===== src/read_pipe_pkg.sv =====
package read_pipe_pkg;

	// ====================
	// data and address widths
	// ====================

	localparam int DBW = 16;
	localparam int GBW = 24;
	localparam int VSIZE = 4;

	// configuration table
	localparam int N_CFG = 4;
	localparam int CFG_BW = $clog2(N_CFG);

	// chunk geometry, lengths run 1..MAX_BEATS
	localparam int MAX_BEATS = 4;
	localparam int BEAT_BW = $clog2(MAX_BEATS + 1);
	localparam int IDX_BW = 8;

	// slot count defaults, top level overrides
	localparam int N_SLOTS_DEF = 4;
	localparam int SLOT_BW_DEF = $clog2(N_SLOTS_DEF);

	// ====================
	// shared types
	// ====================

	// one configuration entry, stride and length counted in beats
	typedef struct packed {
		logic [GBW-1:0]     base;
		logic [GBW-1:0]     stride;
		logic [BEAT_BW-1:0] beats;
	} cfg_t;

	typedef struct packed {
		logic [CFG_BW-1:0] cfg_id;
		logic [IDX_BW-1:0] idx;
	} chunk_req_t;

	// dram beat, buffer word and output vector share this shape
	typedef logic [VSIZE-1:0][DBW-1:0] vec_t;

	typedef struct packed {
		vec_t data;
		logic last;
	} out_beat_t;

	typedef enum logic {
		CS_IDLE,
		CS_COLLECT
	} collect_state_e;

	typedef enum logic {
		RS_IDLE,
		RS_STREAM
	} readout_state_e;

endpackage


===== src/chunk_head.sv =====
`timescale 1ns/1ps

module chunk_head #(
	parameter int SLOT_BW = read_pipe_pkg::SLOT_BW_DEF
) (
	input  logic                              i_clk,
	input  logic                              i_rst,
	input  read_pipe_pkg::chunk_req_t         i_req,
	input  logic                              i_req_rdy,
	output logic                              o_req_ack,
	input  read_pipe_pkg::cfg_t               i_cfg [read_pipe_pkg::N_CFG],
	output logic                              o_alloc_rdy,
	input  logic                              i_alloc_ack,
	input  logic [SLOT_BW-1:0]                i_alloc_slot,
	output logic                              o_addr_rdy,
	input  logic                              i_addr_ack,
	output logic [read_pipe_pkg::GBW-1:0]     o_addr_base,
	output logic [read_pipe_pkg::BEAT_BW-1:0] o_addr_beats,
	output logic                              o_wr_rdy,
	input  logic                              i_wr_ack,
	output logic [SLOT_BW-1:0]                o_wr_slot,
	output logic [read_pipe_pkg::BEAT_BW-1:0] o_wr_beats
);
	import read_pipe_pkg::*;

	cfg_t               cfg_sel;
	logic [GBW-1:0]     base_r;
	logic [BEAT_BW-1:0] beats_r;
	logic [SLOT_BW-1:0] slot_r;
	logic               bcast;
	logic               addr_done;
	logic               wr_done;
	logic               leave;

	assign cfg_sel = i_cfg[i_req.cfg_id];

	// head takes a new request only when fully empty
	assign o_req_ack = i_req_rdy && !o_alloc_rdy && !bcast;

	// broadcast, each branch drops out once it has acked
	assign o_addr_rdy = bcast && !addr_done;
	assign o_wr_rdy = bcast && !wr_done;
	assign leave = (addr_done || i_addr_ack) && (wr_done || i_wr_ack);

	assign o_addr_base = base_r;
	assign o_addr_beats = beats_r;
	assign o_wr_slot = slot_r;
	assign o_wr_beats = beats_r;

	always_ff @(posedge i_clk) begin
		if (o_req_ack) begin
			base_r <= cfg_sel.base + GBW'(i_req.idx) * cfg_sel.stride;
			beats_r <= cfg_sel.beats;
		end
		if (i_alloc_ack) begin
			slot_r <= i_alloc_slot;
		end
	end

	always_ff @(posedge i_clk or negedge i_rst) begin
		if (!i_rst) begin
			o_alloc_rdy <= 1'b0;
			bcast <= 1'b0;
			addr_done <= 1'b0;
			wr_done <= 1'b0;
		end else begin
			if (o_req_ack) begin
				o_alloc_rdy <= 1'b1;
			end else if (i_alloc_ack) begin
				o_alloc_rdy <= 1'b0;
			end
			// both branches served, chunk leaves the head
			if (i_alloc_ack) begin
				bcast <= 1'b1;
			end else if (leave) begin
				bcast <= 1'b0;
			end
			if (leave) begin
				addr_done <= 1'b0;
				wr_done <= 1'b0;
			end else begin
				if (i_addr_ack) begin
					addr_done <= 1'b1;
				end
				if (i_wr_ack) begin
					wr_done <= 1'b1;
				end
			end
		end
	end

endmodule


===== src/chunk_allocator.sv =====
`timescale 1ns/1ps

module chunk_allocator #(
	parameter int  N_SLOTS = read_pipe_pkg::N_SLOTS_DEF,
	localparam int SLOT_BW = $clog2(N_SLOTS)
) (
	input  logic               i_clk,
	input  logic               i_rst,
	input  logic               i_alloc_rdy,
	output logic               o_alloc_ack,
	output logic [SLOT_BW-1:0] o_alloc_slot,
	input  logic               i_free
);
	localparam int CNT_BW = $clog2(N_SLOTS + 1);

	logic [SLOT_BW-1:0] head;
	logic [CNT_BW-1:0]  used;
	logic               full;

	// ====================
	// ring of slots
	// ====================

	// slots come back in allocation order, so one head pointer
	// and a counter are enough
	assign full = (used == CNT_BW'(N_SLOTS));

	assign o_alloc_ack = i_alloc_rdy && !full;
	assign o_alloc_slot = head;

	always_ff @(posedge i_clk or negedge i_rst) begin
		if (!i_rst) begin
			head <= '0;
		end else if (o_alloc_ack) begin
			if (head == SLOT_BW'(N_SLOTS - 1)) begin
				head <= '0;
			end else begin
				head <= head + 1'b1;
			end
		end
	end

	// ====================
	// occupancy
	// ====================

	always_ff @(posedge i_clk or negedge i_rst) begin
		if (!i_rst) begin
			used <= '0;
		end else begin
			case ({o_alloc_ack, i_free})
				2'b10: begin
					used <= used + 1'b1;
				end
				2'b01: begin
					used <= used - 1'b1;
				end
				// alloc and free together, count unchanged
				default: begin
					used <= used;
				end
			endcase
		end
	end

endmodule


===== src/dram_addr_looper.sv =====
`timescale 1ns/1ps

module dram_addr_looper (
	input  logic                              i_clk,
	input  logic                              i_rst,
	input  logic                              i_chunk_rdy,
	output logic                              o_chunk_ack,
	input  logic [read_pipe_pkg::GBW-1:0]     i_base,
	input  logic [read_pipe_pkg::BEAT_BW-1:0] i_beats,
	output logic                              o_dramra_rdy,
	input  logic                              i_dramra_ack,
	output logic [read_pipe_pkg::GBW-1:0]     o_dramra
);
	import read_pipe_pkg::*;

	// beats still to be issued, including the one on o_dramra
	logic [BEAT_BW-1:0] left;

	// next chunk only once the last address has gone out
	assign o_chunk_ack = i_chunk_rdy && !o_dramra_rdy;

	always_ff @(posedge i_clk or negedge i_rst) begin
		if (!i_rst) begin
			o_dramra_rdy <= 1'b0;
			left <= '0;
		end else if (o_chunk_ack) begin
			o_dramra_rdy <= 1'b1;
			left <= i_beats;
		end else if (i_dramra_ack) begin
			left <= left - 1'b1;
			if (left == BEAT_BW'(1)) begin
				o_dramra_rdy <= 1'b0;
			end
		end
	end

	// burst address walks up by one per beat
	always_ff @(posedge i_clk) begin
		if (o_chunk_ack) begin
			o_dramra <= i_base;
		end else if (i_dramra_ack) begin
			o_dramra <= o_dramra + 1'b1;
		end
	end

endmodule


===== src/sram_write_collector.sv =====
`timescale 1ns/1ps

module sram_write_collector #(
	parameter int  SLOT_BW = read_pipe_pkg::SLOT_BW_DEF,
	localparam int ABW = SLOT_BW + $clog2(read_pipe_pkg::MAX_BEATS)
) (
	input  logic                              i_clk,
	input  logic                              i_rst,
	input  logic                              i_chunk_rdy,
	output logic                              o_chunk_ack,
	input  logic [SLOT_BW-1:0]                i_slot,
	input  logic [read_pipe_pkg::BEAT_BW-1:0] i_beats,
	input  logic                              i_dramrd_rdy,
	output logic                              o_dramrd_ack,
	input  read_pipe_pkg::vec_t               i_dramrd,
	output logic                              o_wen,
	output logic [ABW-1:0]                    o_waddr,
	output read_pipe_pkg::vec_t               o_wdata,
	output logic                              o_done_rdy,
	input  logic                              i_done_ack,
	output logic [SLOT_BW-1:0]                o_done_slot,
	output logic [read_pipe_pkg::BEAT_BW-1:0] o_done_beats
);
	import read_pipe_pkg::*;

	collect_state_e     state;
	logic [SLOT_BW-1:0] slot_r;
	logic [BEAT_BW-1:0] beats_r;
	logic [BEAT_BW-1:0] beat_cnt;
	logic               last_beat;

	assign o_chunk_ack = i_chunk_rdy && (state == CS_IDLE);

	// hold dram data back while the previous chunk waits on done
	assign o_dramrd_ack = i_dramrd_rdy && (state == CS_COLLECT) && !o_done_rdy;
	assign last_beat = (beat_cnt + 1'b1 == beats_r);

	// write straight through on the accepting edge
	assign o_wen = o_dramrd_ack;
	assign o_waddr = ABW'(slot_r * MAX_BEATS + beat_cnt);
	assign o_wdata = i_dramrd;

	always_ff @(posedge i_clk or negedge i_rst) begin
		if (!i_rst) begin
			state <= CS_IDLE;
			beat_cnt <= '0;
			o_done_rdy <= 1'b0;
		end else begin
			if (i_done_ack) begin
				o_done_rdy <= 1'b0;
			end
			case (state)
				CS_IDLE: begin
					if (o_chunk_ack) begin
						state <= CS_COLLECT;
						beat_cnt <= '0;
					end
				end
				CS_COLLECT: begin
					if (o_dramrd_ack) begin
						if (last_beat) begin
							state <= CS_IDLE;
							o_done_rdy <= 1'b1;
						end else begin
							beat_cnt <= beat_cnt + 1'b1;
						end
					end
				end
			endcase
		end
	end

	always_ff @(posedge i_clk) begin
		if (o_chunk_ack) begin
			slot_r <= i_slot;
			beats_r <= i_beats;
		end
		// done payload stays put while the next chunk is latched
		if (o_dramrd_ack && last_beat) begin
			o_done_slot <= slot_r;
			o_done_beats <= beats_r;
		end
	end

endmodule


===== src/local_buffer.sv =====
`timescale 1ns/1ps

module local_buffer #(
	parameter int  N_SLOTS = read_pipe_pkg::N_SLOTS_DEF,
	localparam int ABW = $clog2(N_SLOTS) + $clog2(read_pipe_pkg::MAX_BEATS)
) (
	input  logic                i_clk,
	input  logic                i_wen,
	input  logic [ABW-1:0]      i_waddr,
	input  read_pipe_pkg::vec_t i_wdata,
	input  logic [ABW-1:0]      i_raddr,
	output read_pipe_pkg::vec_t o_rdata
);
	import read_pipe_pkg::*;

	// each slot owns MAX_BEATS consecutive vectors
	localparam int DEPTH = N_SLOTS * MAX_BEATS;

	vec_t mem [DEPTH];

	always_ff @(posedge i_clk) begin
		if (i_wen) begin
			mem[i_waddr] <= i_wdata;
		end
	end

	// registered read, data one cycle after the address
	always_ff @(posedge i_clk) begin
		o_rdata <= mem[i_raddr];
	end

endmodule


===== src/chunk_readout.sv =====
`timescale 1ns/1ps

module chunk_readout #(
	parameter int  N_SLOTS = read_pipe_pkg::N_SLOTS_DEF,
	localparam int SLOT_BW = $clog2(N_SLOTS),
	localparam int ABW = SLOT_BW + $clog2(read_pipe_pkg::MAX_BEATS)
) (
	input  logic                              i_clk,
	input  logic                              i_rst,
	input  logic                              i_done_rdy,
	output logic                              o_done_ack,
	input  logic [SLOT_BW-1:0]                i_done_slot,
	input  logic [read_pipe_pkg::BEAT_BW-1:0] i_done_beats,
	output logic [ABW-1:0]                    o_raddr,
	input  read_pipe_pkg::vec_t               i_rdata,
	output logic                              o_sramrd_rdy,
	input  logic                              i_sramrd_ack,
	output read_pipe_pkg::out_beat_t          o_sramrd,
	output logic                              o_free
);
	import read_pipe_pkg::*;

	localparam int CNT_BW = $clog2(N_SLOTS + 1);

	logic [SLOT_BW-1:0] q_slot [N_SLOTS];
	logic [BEAT_BW-1:0] q_beats [N_SLOTS];
	logic [SLOT_BW-1:0] wr_ptr;
	logic [SLOT_BW-1:0] rd_ptr;
	logic [CNT_BW-1:0]  q_cnt;
	readout_state_e     state;
	logic [SLOT_BW-1:0] cur_slot;
	logic [BEAT_BW-1:0] cur_beats;
	logic [BEAT_BW-1:0] out_beat;
	logic [BEAT_BW-1:0] next_beat;
	logic               last_beat;
	logic               load;

	function automatic logic [SLOT_BW-1:0] wrap_inc(input logic [SLOT_BW-1:0] ptr);
		if (ptr == SLOT_BW'(N_SLOTS - 1)) begin
			return '0;
		end
		return ptr + 1'b1;
	endfunction

	// ====================
	// finished chunk queue
	// ====================

	assign o_done_ack = i_done_rdy && (q_cnt != CNT_BW'(N_SLOTS));

	always_ff @(posedge i_clk) begin
		if (o_done_ack) begin
			q_slot[wr_ptr] <= i_done_slot;
			q_beats[wr_ptr] <= i_done_beats;
		end
		if (load) begin
			cur_slot <= q_slot[rd_ptr];
			cur_beats <= q_beats[rd_ptr];
		end
	end

	// ====================
	// vector stream
	// ====================

	assign o_sramrd_rdy = (state == RS_STREAM);
	assign last_beat = (out_beat + 1'b1 == cur_beats);
	assign o_free = i_sramrd_ack && last_beat;
	assign o_sramrd = '{data: i_rdata, last: last_beat};

	// pick up the next chunk when idle or right behind a last ack
	assign load = (q_cnt != '0) && (!o_sramrd_rdy || o_free);

	// address runs one step ahead of the ack so the next vector
	// is there on the following cycle, and holds while stalled
	assign next_beat = i_sramrd_ack ? out_beat + 1'b1 : out_beat;
	assign o_raddr = load ? ABW'(q_slot[rd_ptr] * MAX_BEATS)
		: ABW'(cur_slot * MAX_BEATS + next_beat);

	always_ff @(posedge i_clk or negedge i_rst) begin
		if (!i_rst) begin
			wr_ptr <= '0;
			rd_ptr <= '0;
			q_cnt <= '0;
			state <= RS_IDLE;
			out_beat <= '0;
		end else begin
			if (o_done_ack) begin
				wr_ptr <= wrap_inc(wr_ptr);
			end
			if (load) begin
				rd_ptr <= wrap_inc(rd_ptr);
			end
			if (o_done_ack && !load) begin
				q_cnt <= q_cnt + 1'b1;
			end else if (load && !o_done_ack) begin
				q_cnt <= q_cnt - 1'b1;
			end
			if (load) begin
				state <= RS_STREAM;
				out_beat <= '0;
			end else if (o_free) begin
				state <= RS_IDLE;
			end else if (i_sramrd_ack) begin
				out_beat <= next_beat;
			end
		end
	end

endmodule


===== src/read_pipeline.sv =====
`timescale 1ns/1ps

module read_pipeline #(
	parameter int N_SLOTS = read_pipe_pkg::N_SLOTS_DEF
) (
	input  logic                          i_clk,
	input  logic                          i_rst,
	input  read_pipe_pkg::chunk_req_t     i_req,
	input  logic                          i_req_rdy,
	output logic                          o_req_ack,
	input  read_pipe_pkg::cfg_t           i_cfg [read_pipe_pkg::N_CFG],
	output logic                          o_dramra_rdy,
	input  logic                          i_dramra_ack,
	output logic [read_pipe_pkg::GBW-1:0] o_dramra,
	input  logic                          i_dramrd_rdy,
	output logic                          o_dramrd_ack,
	input  read_pipe_pkg::vec_t           i_dramrd,
	output logic                          o_sramrd_rdy,
	input  logic                          i_sramrd_ack,
	output read_pipe_pkg::out_beat_t      o_sramrd
);
	import read_pipe_pkg::*;

	localparam int SLOT_BW = $clog2(N_SLOTS);
	localparam int ABW = SLOT_BW + $clog2(MAX_BEATS);

	// ====================
	// internal channels
	// ====================

	// head to allocator
	logic               alloc_rdy;
	logic               alloc_ack;
	logic [SLOT_BW-1:0] alloc_slot;
	// head to address looper
	logic               addr_rdy;
	logic               addr_ack;
	logic [GBW-1:0]     addr_base;
	logic [BEAT_BW-1:0] addr_beats;
	// head to write collector
	logic               wr_rdy;
	logic               wr_ack;
	logic [SLOT_BW-1:0] wr_slot;
	logic [BEAT_BW-1:0] wr_beats;
	// buffer ports
	logic               wen;
	logic [ABW-1:0]     waddr;
	vec_t               wdata;
	logic [ABW-1:0]     raddr;
	vec_t               rdata;
	// collector to readout, readout back to allocator
	logic               done_rdy;
	logic               done_ack;
	logic [SLOT_BW-1:0] done_slot;
	logic [BEAT_BW-1:0] done_beats;
	logic               free;

	chunk_head #(.SLOT_BW(SLOT_BW)) u_head (
		.i_clk(i_clk), .i_rst(i_rst),
		.i_req(i_req), .i_req_rdy(i_req_rdy), .o_req_ack(o_req_ack),
		.i_cfg(i_cfg),
		.o_alloc_rdy(alloc_rdy), .i_alloc_ack(alloc_ack), .i_alloc_slot(alloc_slot),
		.o_addr_rdy(addr_rdy), .i_addr_ack(addr_ack),
		.o_addr_base(addr_base), .o_addr_beats(addr_beats),
		.o_wr_rdy(wr_rdy), .i_wr_ack(wr_ack), .o_wr_slot(wr_slot), .o_wr_beats(wr_beats)
	);

	chunk_allocator #(.N_SLOTS(N_SLOTS)) u_alloc (
		.i_clk(i_clk), .i_rst(i_rst),
		.i_alloc_rdy(alloc_rdy), .o_alloc_ack(alloc_ack), .o_alloc_slot(alloc_slot),
		.i_free(free)
	);

	dram_addr_looper u_addr (
		.i_clk(i_clk), .i_rst(i_rst),
		.i_chunk_rdy(addr_rdy), .o_chunk_ack(addr_ack),
		.i_base(addr_base), .i_beats(addr_beats),
		.o_dramra_rdy(o_dramra_rdy), .i_dramra_ack(i_dramra_ack), .o_dramra(o_dramra)
	);

	sram_write_collector #(.SLOT_BW(SLOT_BW)) u_collect (
		.i_clk(i_clk), .i_rst(i_rst),
		.i_chunk_rdy(wr_rdy), .o_chunk_ack(wr_ack), .i_slot(wr_slot), .i_beats(wr_beats),
		.i_dramrd_rdy(i_dramrd_rdy), .o_dramrd_ack(o_dramrd_ack), .i_dramrd(i_dramrd),
		.o_wen(wen), .o_waddr(waddr), .o_wdata(wdata),
		.o_done_rdy(done_rdy), .i_done_ack(done_ack),
		.o_done_slot(done_slot), .o_done_beats(done_beats)
	);

	local_buffer #(.N_SLOTS(N_SLOTS)) u_buf (
		.i_clk(i_clk),
		.i_wen(wen), .i_waddr(waddr), .i_wdata(wdata),
		.i_raddr(raddr), .o_rdata(rdata)
	);

	chunk_readout #(.N_SLOTS(N_SLOTS)) u_readout (
		.i_clk(i_clk), .i_rst(i_rst),
		.i_done_rdy(done_rdy), .o_done_ack(done_ack),
		.i_done_slot(done_slot), .i_done_beats(done_beats),
		.o_raddr(raddr), .i_rdata(rdata),
		.o_sramrd_rdy(o_sramrd_rdy), .i_sramrd_ack(i_sramrd_ack), .o_sramrd(o_sramrd),
		.o_free(free)
	);

endmodule


===== config.mk =====
export PLATFORM = sky130hd
export DESIGN_NAME = read_pipeline
export DESIGN_NICKNAME = d
export VERILOG_FILES = /design/src/read_pipe_pkg.sv /design/src/chunk_head.sv /design/src/chunk_allocator.sv /design/src/dram_addr_looper.sv /design/src/sram_write_collector.sv /design/src/local_buffer.sv /design/src/chunk_readout.sv /design/src/read_pipeline.sv
export SDC_FILE = /design/constraint.sdc
export NUM_CORES = 2
export LEC_CHECK = 0
export BUFFER_PORTS_ARGS = -buffer_cell sky130_fd_sc_hd__buf_4
export CORE_ASPECT_RATIO = 2
export CORE_MARGIN = 2
export CORE_UTILIZATION = 37
export CTS_CLUSTER_DIAMETER = 80
export CTS_CLUSTER_SIZE = 25
export DETAILED_ROUTE_END_ITERATION = 16
export PLACE_DENSITY = 0.57
export SKIP_CTS_REPAIR_TIMING = 1
export SLEW_MARGIN = 20
export SYNTH_ARGS = -nofsm -noshare
export SYNTH_HDL_FRONTEND = slang
export SYNTH_SLANG_ARGS = --single-unit

===== constraint.sdc =====
create_clock -name i_clk -period 11.87 [get_ports i_clk]
set_input_delay 0.5935 -clock i_clk [delete_from_list [all_inputs] [get_ports i_clk]]
set_output_delay 0.5935 -clock i_clk [all_outputs]
set_load 0.01 [all_outputs]

==> results.md <==
* Result of the run: complete, no violations
* Post-route minimum period at 6.28 ns
* Kind of start point of the critical path: input pin
* Wire length reported by the detailed router at 138,000 microns
* First-pass iteration count of the detailed router at 5
* Y dimension of the die at 542 microns
* Power density over cell area at 262 nW/um^2
* Initial DRC count at 1,855
* Initial antenna violation count at 23
* Number of nets still failing antenna checks after routing at 0
* Post-synthesis register bit count at 1,205
* Overall power of the completed layout at 15.6 mW
* Worst slew slack as a fraction of its limit at 28.3%
* Synth async-reset ratio at 2.41%
* CTS tree: done
* Final Hold Violating Endpoints at 0
* Total die area at 148,000 sq um
* Net switching power at 6.47 mW
* Kind of end point of the critical path: register
* Sw frac at 41.4%
* Crit path required time at 12.30 ns
* Top-level I/O count at 377
* Cell Area, Synth at 53,500 sq um
* Post-synthesis share of cell area spent on full adders, half adders and majority gates at 6.14%
* Compound-Gate Fraction of Synth Area at 5.16%
* DR vias at 32.3k
* Total nets after synthesis at 4,345
* Total number of H-tree levels at 2
* Wire length of the first global-routing pass at 205,000 microns
* Vias per cell at 5.34
* Synth Area in Simple Gates at 11.4%
* Total count of max-transition violations in the final report at 0
* RSZ-0062 raised after global routing: false
* Worst-case clock buffer depth at 3
* Setup Total Neg Slack at 0 ns
* Wire per inst at 22.8 microns
* Number of library cell types mapped by synthesis at 57
* Primary FF master, synth: edfxtp_1
* Most common cell in the synthesized netlist: edfxtp_1
* Endpoint arrival time on the critical path at 6.71 ns
* Synthesized netlist cell count at 3,878
* Share of total power in the clock network at 14.3%
* Placed wire-length estimate at 82,300 microns
* Largest cells by area after synthesis: edfxtp_1, fa_1, nor3_1
* Warnings from Yosys at 0
* Internal Pwr Total at 9.17 mW
* Core Box Area at 144,000 sq um
* Multiplexer area fraction after synthesis at 6.16%
* Overflow after GRT at 0
* Number of buffers inserted during clock tree synthesis at 55
* Area share of the largest cell type after synthesis at 62.5%
* Maximum clock skew at final layout at 0.0188 ns
* Clock edge transition at the registers on the reported setup and hold paths at 0.10 ns
* Number of placement rows at 197
* Max FO, Critical Path at 32
* Worst skew pair latency at 0.67 ns
* Worst supply voltage drop on vdd at 0.000240 V
* Die X at 273 microns
* Largest net degree at the start of global routing at 246
* Sequential share of the synthesized area at 66.2%
* Leakage power at 20.8 nW
* Area growth, synth to finish at 11.8%
* Mean area per synthesized cell at 13.8 sq um
* Number of max-cap violations at 0
* Most area-hungry cell type in the Yosys netlist: edfxtp_1
* Reg power frac at 36.2%
* Combinational family with the most area after synthesis: simple AND/OR/NAND/NOR gates
* Post-route DRC violation count at 0
* Starting Density at 37.2%
* Vias in the first global route at 33.2k
* Fraction of layout cells with a size suffix above 1 at 14.0%
* Actual slew at the worst max-slew pin at 1.08 ns
* Max Fclk at 159 MHz
* Count of input and output buffers at 376
* Total of endpoints with negative setup slack in the final report at 0
* Number of flops mapped to enable cells by yosys at 1,112
* Class of the most critical hold timing path: input pin to register
* Final Cycle Share at 52.9%
* Top cells by count, synth: edfxtp_1, nand2_1, nor3_1
* Global placement routability congestion at 0.907
* Combinational cell fraction of total power at 49.5%
* Xor-xnor portion of the synthesized cell area at 1.26%
* Worst setup path category: input pin to register
* Clock tree sinks at 1,205
* Clock root buffer master: clkbuf_16
* Overall fraction of global-route tracks in use at 18.4%
* Final nets at 4,582
==> per-layer routing <==
layer	global-route usage (%)	up-vias	share of wire [%]
met4	7.31	24	4.0
met5	0	-	0.12
li1	-	14706	-
met1	20.0	16550	37
met2	35.1	832	54
met3	3.09	234	5.1
==> cell usage in the layout (no fill, tap or decap), types with 3 or more instances in the layout <==
| cell | instances |
|---|---|
| buf_4 | 422 |
| a21oi_1 | 15 |
| clkbuf_16 | 57 |
| dfrtp_1 | 29 |
| nor2b_1 | 4 |
| nand2_1 | 650 |
| nor2_4 | 16 |
| nor2_1 | 36 |
| and3_1 | 4 |
| clkbuf_1 | 36 |
| xor2_1 | 22 |
| ha_1 | 51 |
| mux4_2 | 56 |
| mux2i_1 | 195 |
| nor3_1 | 520 |
| xnor2_1 | 51 |
| a21o_1 | 4 |
| nand3_1 | 16 |
| mux2_2 | 6 |
| and2_1 | 89 |
| inv_1 | 213 |
| a311oi_1 | 256 |
| diode_2 | 5 |
| o21ai_0 | 40 |
| buf_12 | 5 |
| dfxtp_1 | 64 |
| edfxtp_1 | 1112 |
| o21a_1 | 6 |
| fa_1 | 132 |
| nand2b_1 | 5 |
| clkinv_1 | 3 |
==> logic make-up (layout without fill, tap and decap cells) <==
kind of cell / count (synthesis) / after routing
other: 0 / 5
xor gates and xnor gates: 75 / 75
DFF: 1205 / 1205
AOI/OAI and AO/OA: 340 / 340
muxes: 258 / 258
and+or+nand+nor: 1355 / 1355
adders and majority gates: 183 / 183
buffers and inverters: 462 / 743
==> sequential cells by signal, summed over array words and instances, names as in the netlist, 3 cells and up <==
| signal | count |
|---|---|
| u_readout.q_beats | 12 |
| u_readout.q_slot | 8 |
| u_readout.q_cnt | 3 |
| u_head.o_addr_base | 24 |
| u_head.o_addr_beats | 3 |
| u_collect.o_done_beats | 3 |
| u_buf.mem | 1024 |
| u_addr.o_dramra | 24 |
| u_buf.o_rdata | 64 |
| u_collect.beat_cnt | 3 |
| u_alloc.used | 3 |
| u_readout.cur_beats | 3 |
| u_readout.out_beat | 3 |
| u_addr.left | 3 |
| u_collect.beats_r | 3 |
==> layout make-up <==
| cell class | instances | area (sq um) |
|---|---|---|
| repair buffers | 429 | 3310 |
| well taps | 1890 | 2360 |
| fillers | 13281 | 83900 |
| clock buffers | 93 | 1560 |
| diodes | 5 | 12.5 |
| multi-input cells | 2211 | 16300 |
| inverters | 213 | 800 |
| flip-flops and latches | 1205 | 35400 |
| clock inverters | 8 | 88.8 |
==> critical path, cell delays in order <==
cell and delay, ns:
buf_4 0.32, buf_4 0.56, mux4_2 0.70, and2_1 0.23
fa_1 0.53, inv_1 0.05, fa_1 0.55, fa_1 0.42
fa_1 0.49, inv_1 0.04, ha_1 0.33, a21o_1 0.17
a21oi_1 0.23, a2bb2oi_1 0.40, a31oi_1 0.28, a211oi_1 0.51
a21oi_1 0.15, xnor2_1 0.14
==> path summary, 6_finish.rpt <==
| check | endpoint | slack [ns] | cells past startpoint | start |
|---|---|---|---|---|
| worst max-delay path | u_head.o_addr_base[23]$_DFFE_PP_ | 5.59 | 18 | i_req[8] |
| worst min-delay path | u_head.o_alloc_rdy$_DFFE_PN0P_ | 0.19 | 3 | i_req_rdy |
| worst max register to register | u_buf.o_rdata[39]$_DFF_P_ | 6.75 | 10 | u_readout.out_beat[0]$_DFFE_PN0P_ |
| worst min register to register | u_collect.slot_r[1]$_DFFE_PP_ | 0.43 | 0 | u_head.o_wr_slot[1]$_DFFE_PP_ |
| max in group asynchronous | u_readout.out_beat[0]$_DFFE_PN0P_ | 11.18 | 2 | i_rst |
| min in group asynchronous | u_head.wr_done$_DFFE_PN0P_ | 0.40 | 2 | i_rst |
==> power by group through the flow <==
stage          combinational, mW  clock (mW)  sequential (mW)
6_report                    7.74        2.24             5.66
3_3_place_gp                7.74           0             5.75
2_1_floorplan               5.54           0             5.78
5_1_grt                     8.57        2.44             5.71
3_5_place_dp                7.85           0             5.76
4_1_cts                     7.86        2.32             5.66
==> stage by stage <==
stage / std cells / worst slack, ns / hold slack, ns / instance area [sq um] / utilization [%]
after floorplan: 3878 / 5.74 / 0.298 / 53500 / -
after global placement: 5946 / 4.95 / 0.407 / 58100 / 40.4
after detailed placement: 5946 / 4.87 / 0.410 / 58100 / 40.4
after CTS: 6047 / 5.62 / -0.191 / 59700 / 41.6
after global routing: 6052 / 5.32 / 0.189 / 59800 / 41.6
final: 6054 / 5.59 / 0.193 / 59800 / 41.6
(Power assumes the default switching activity.)
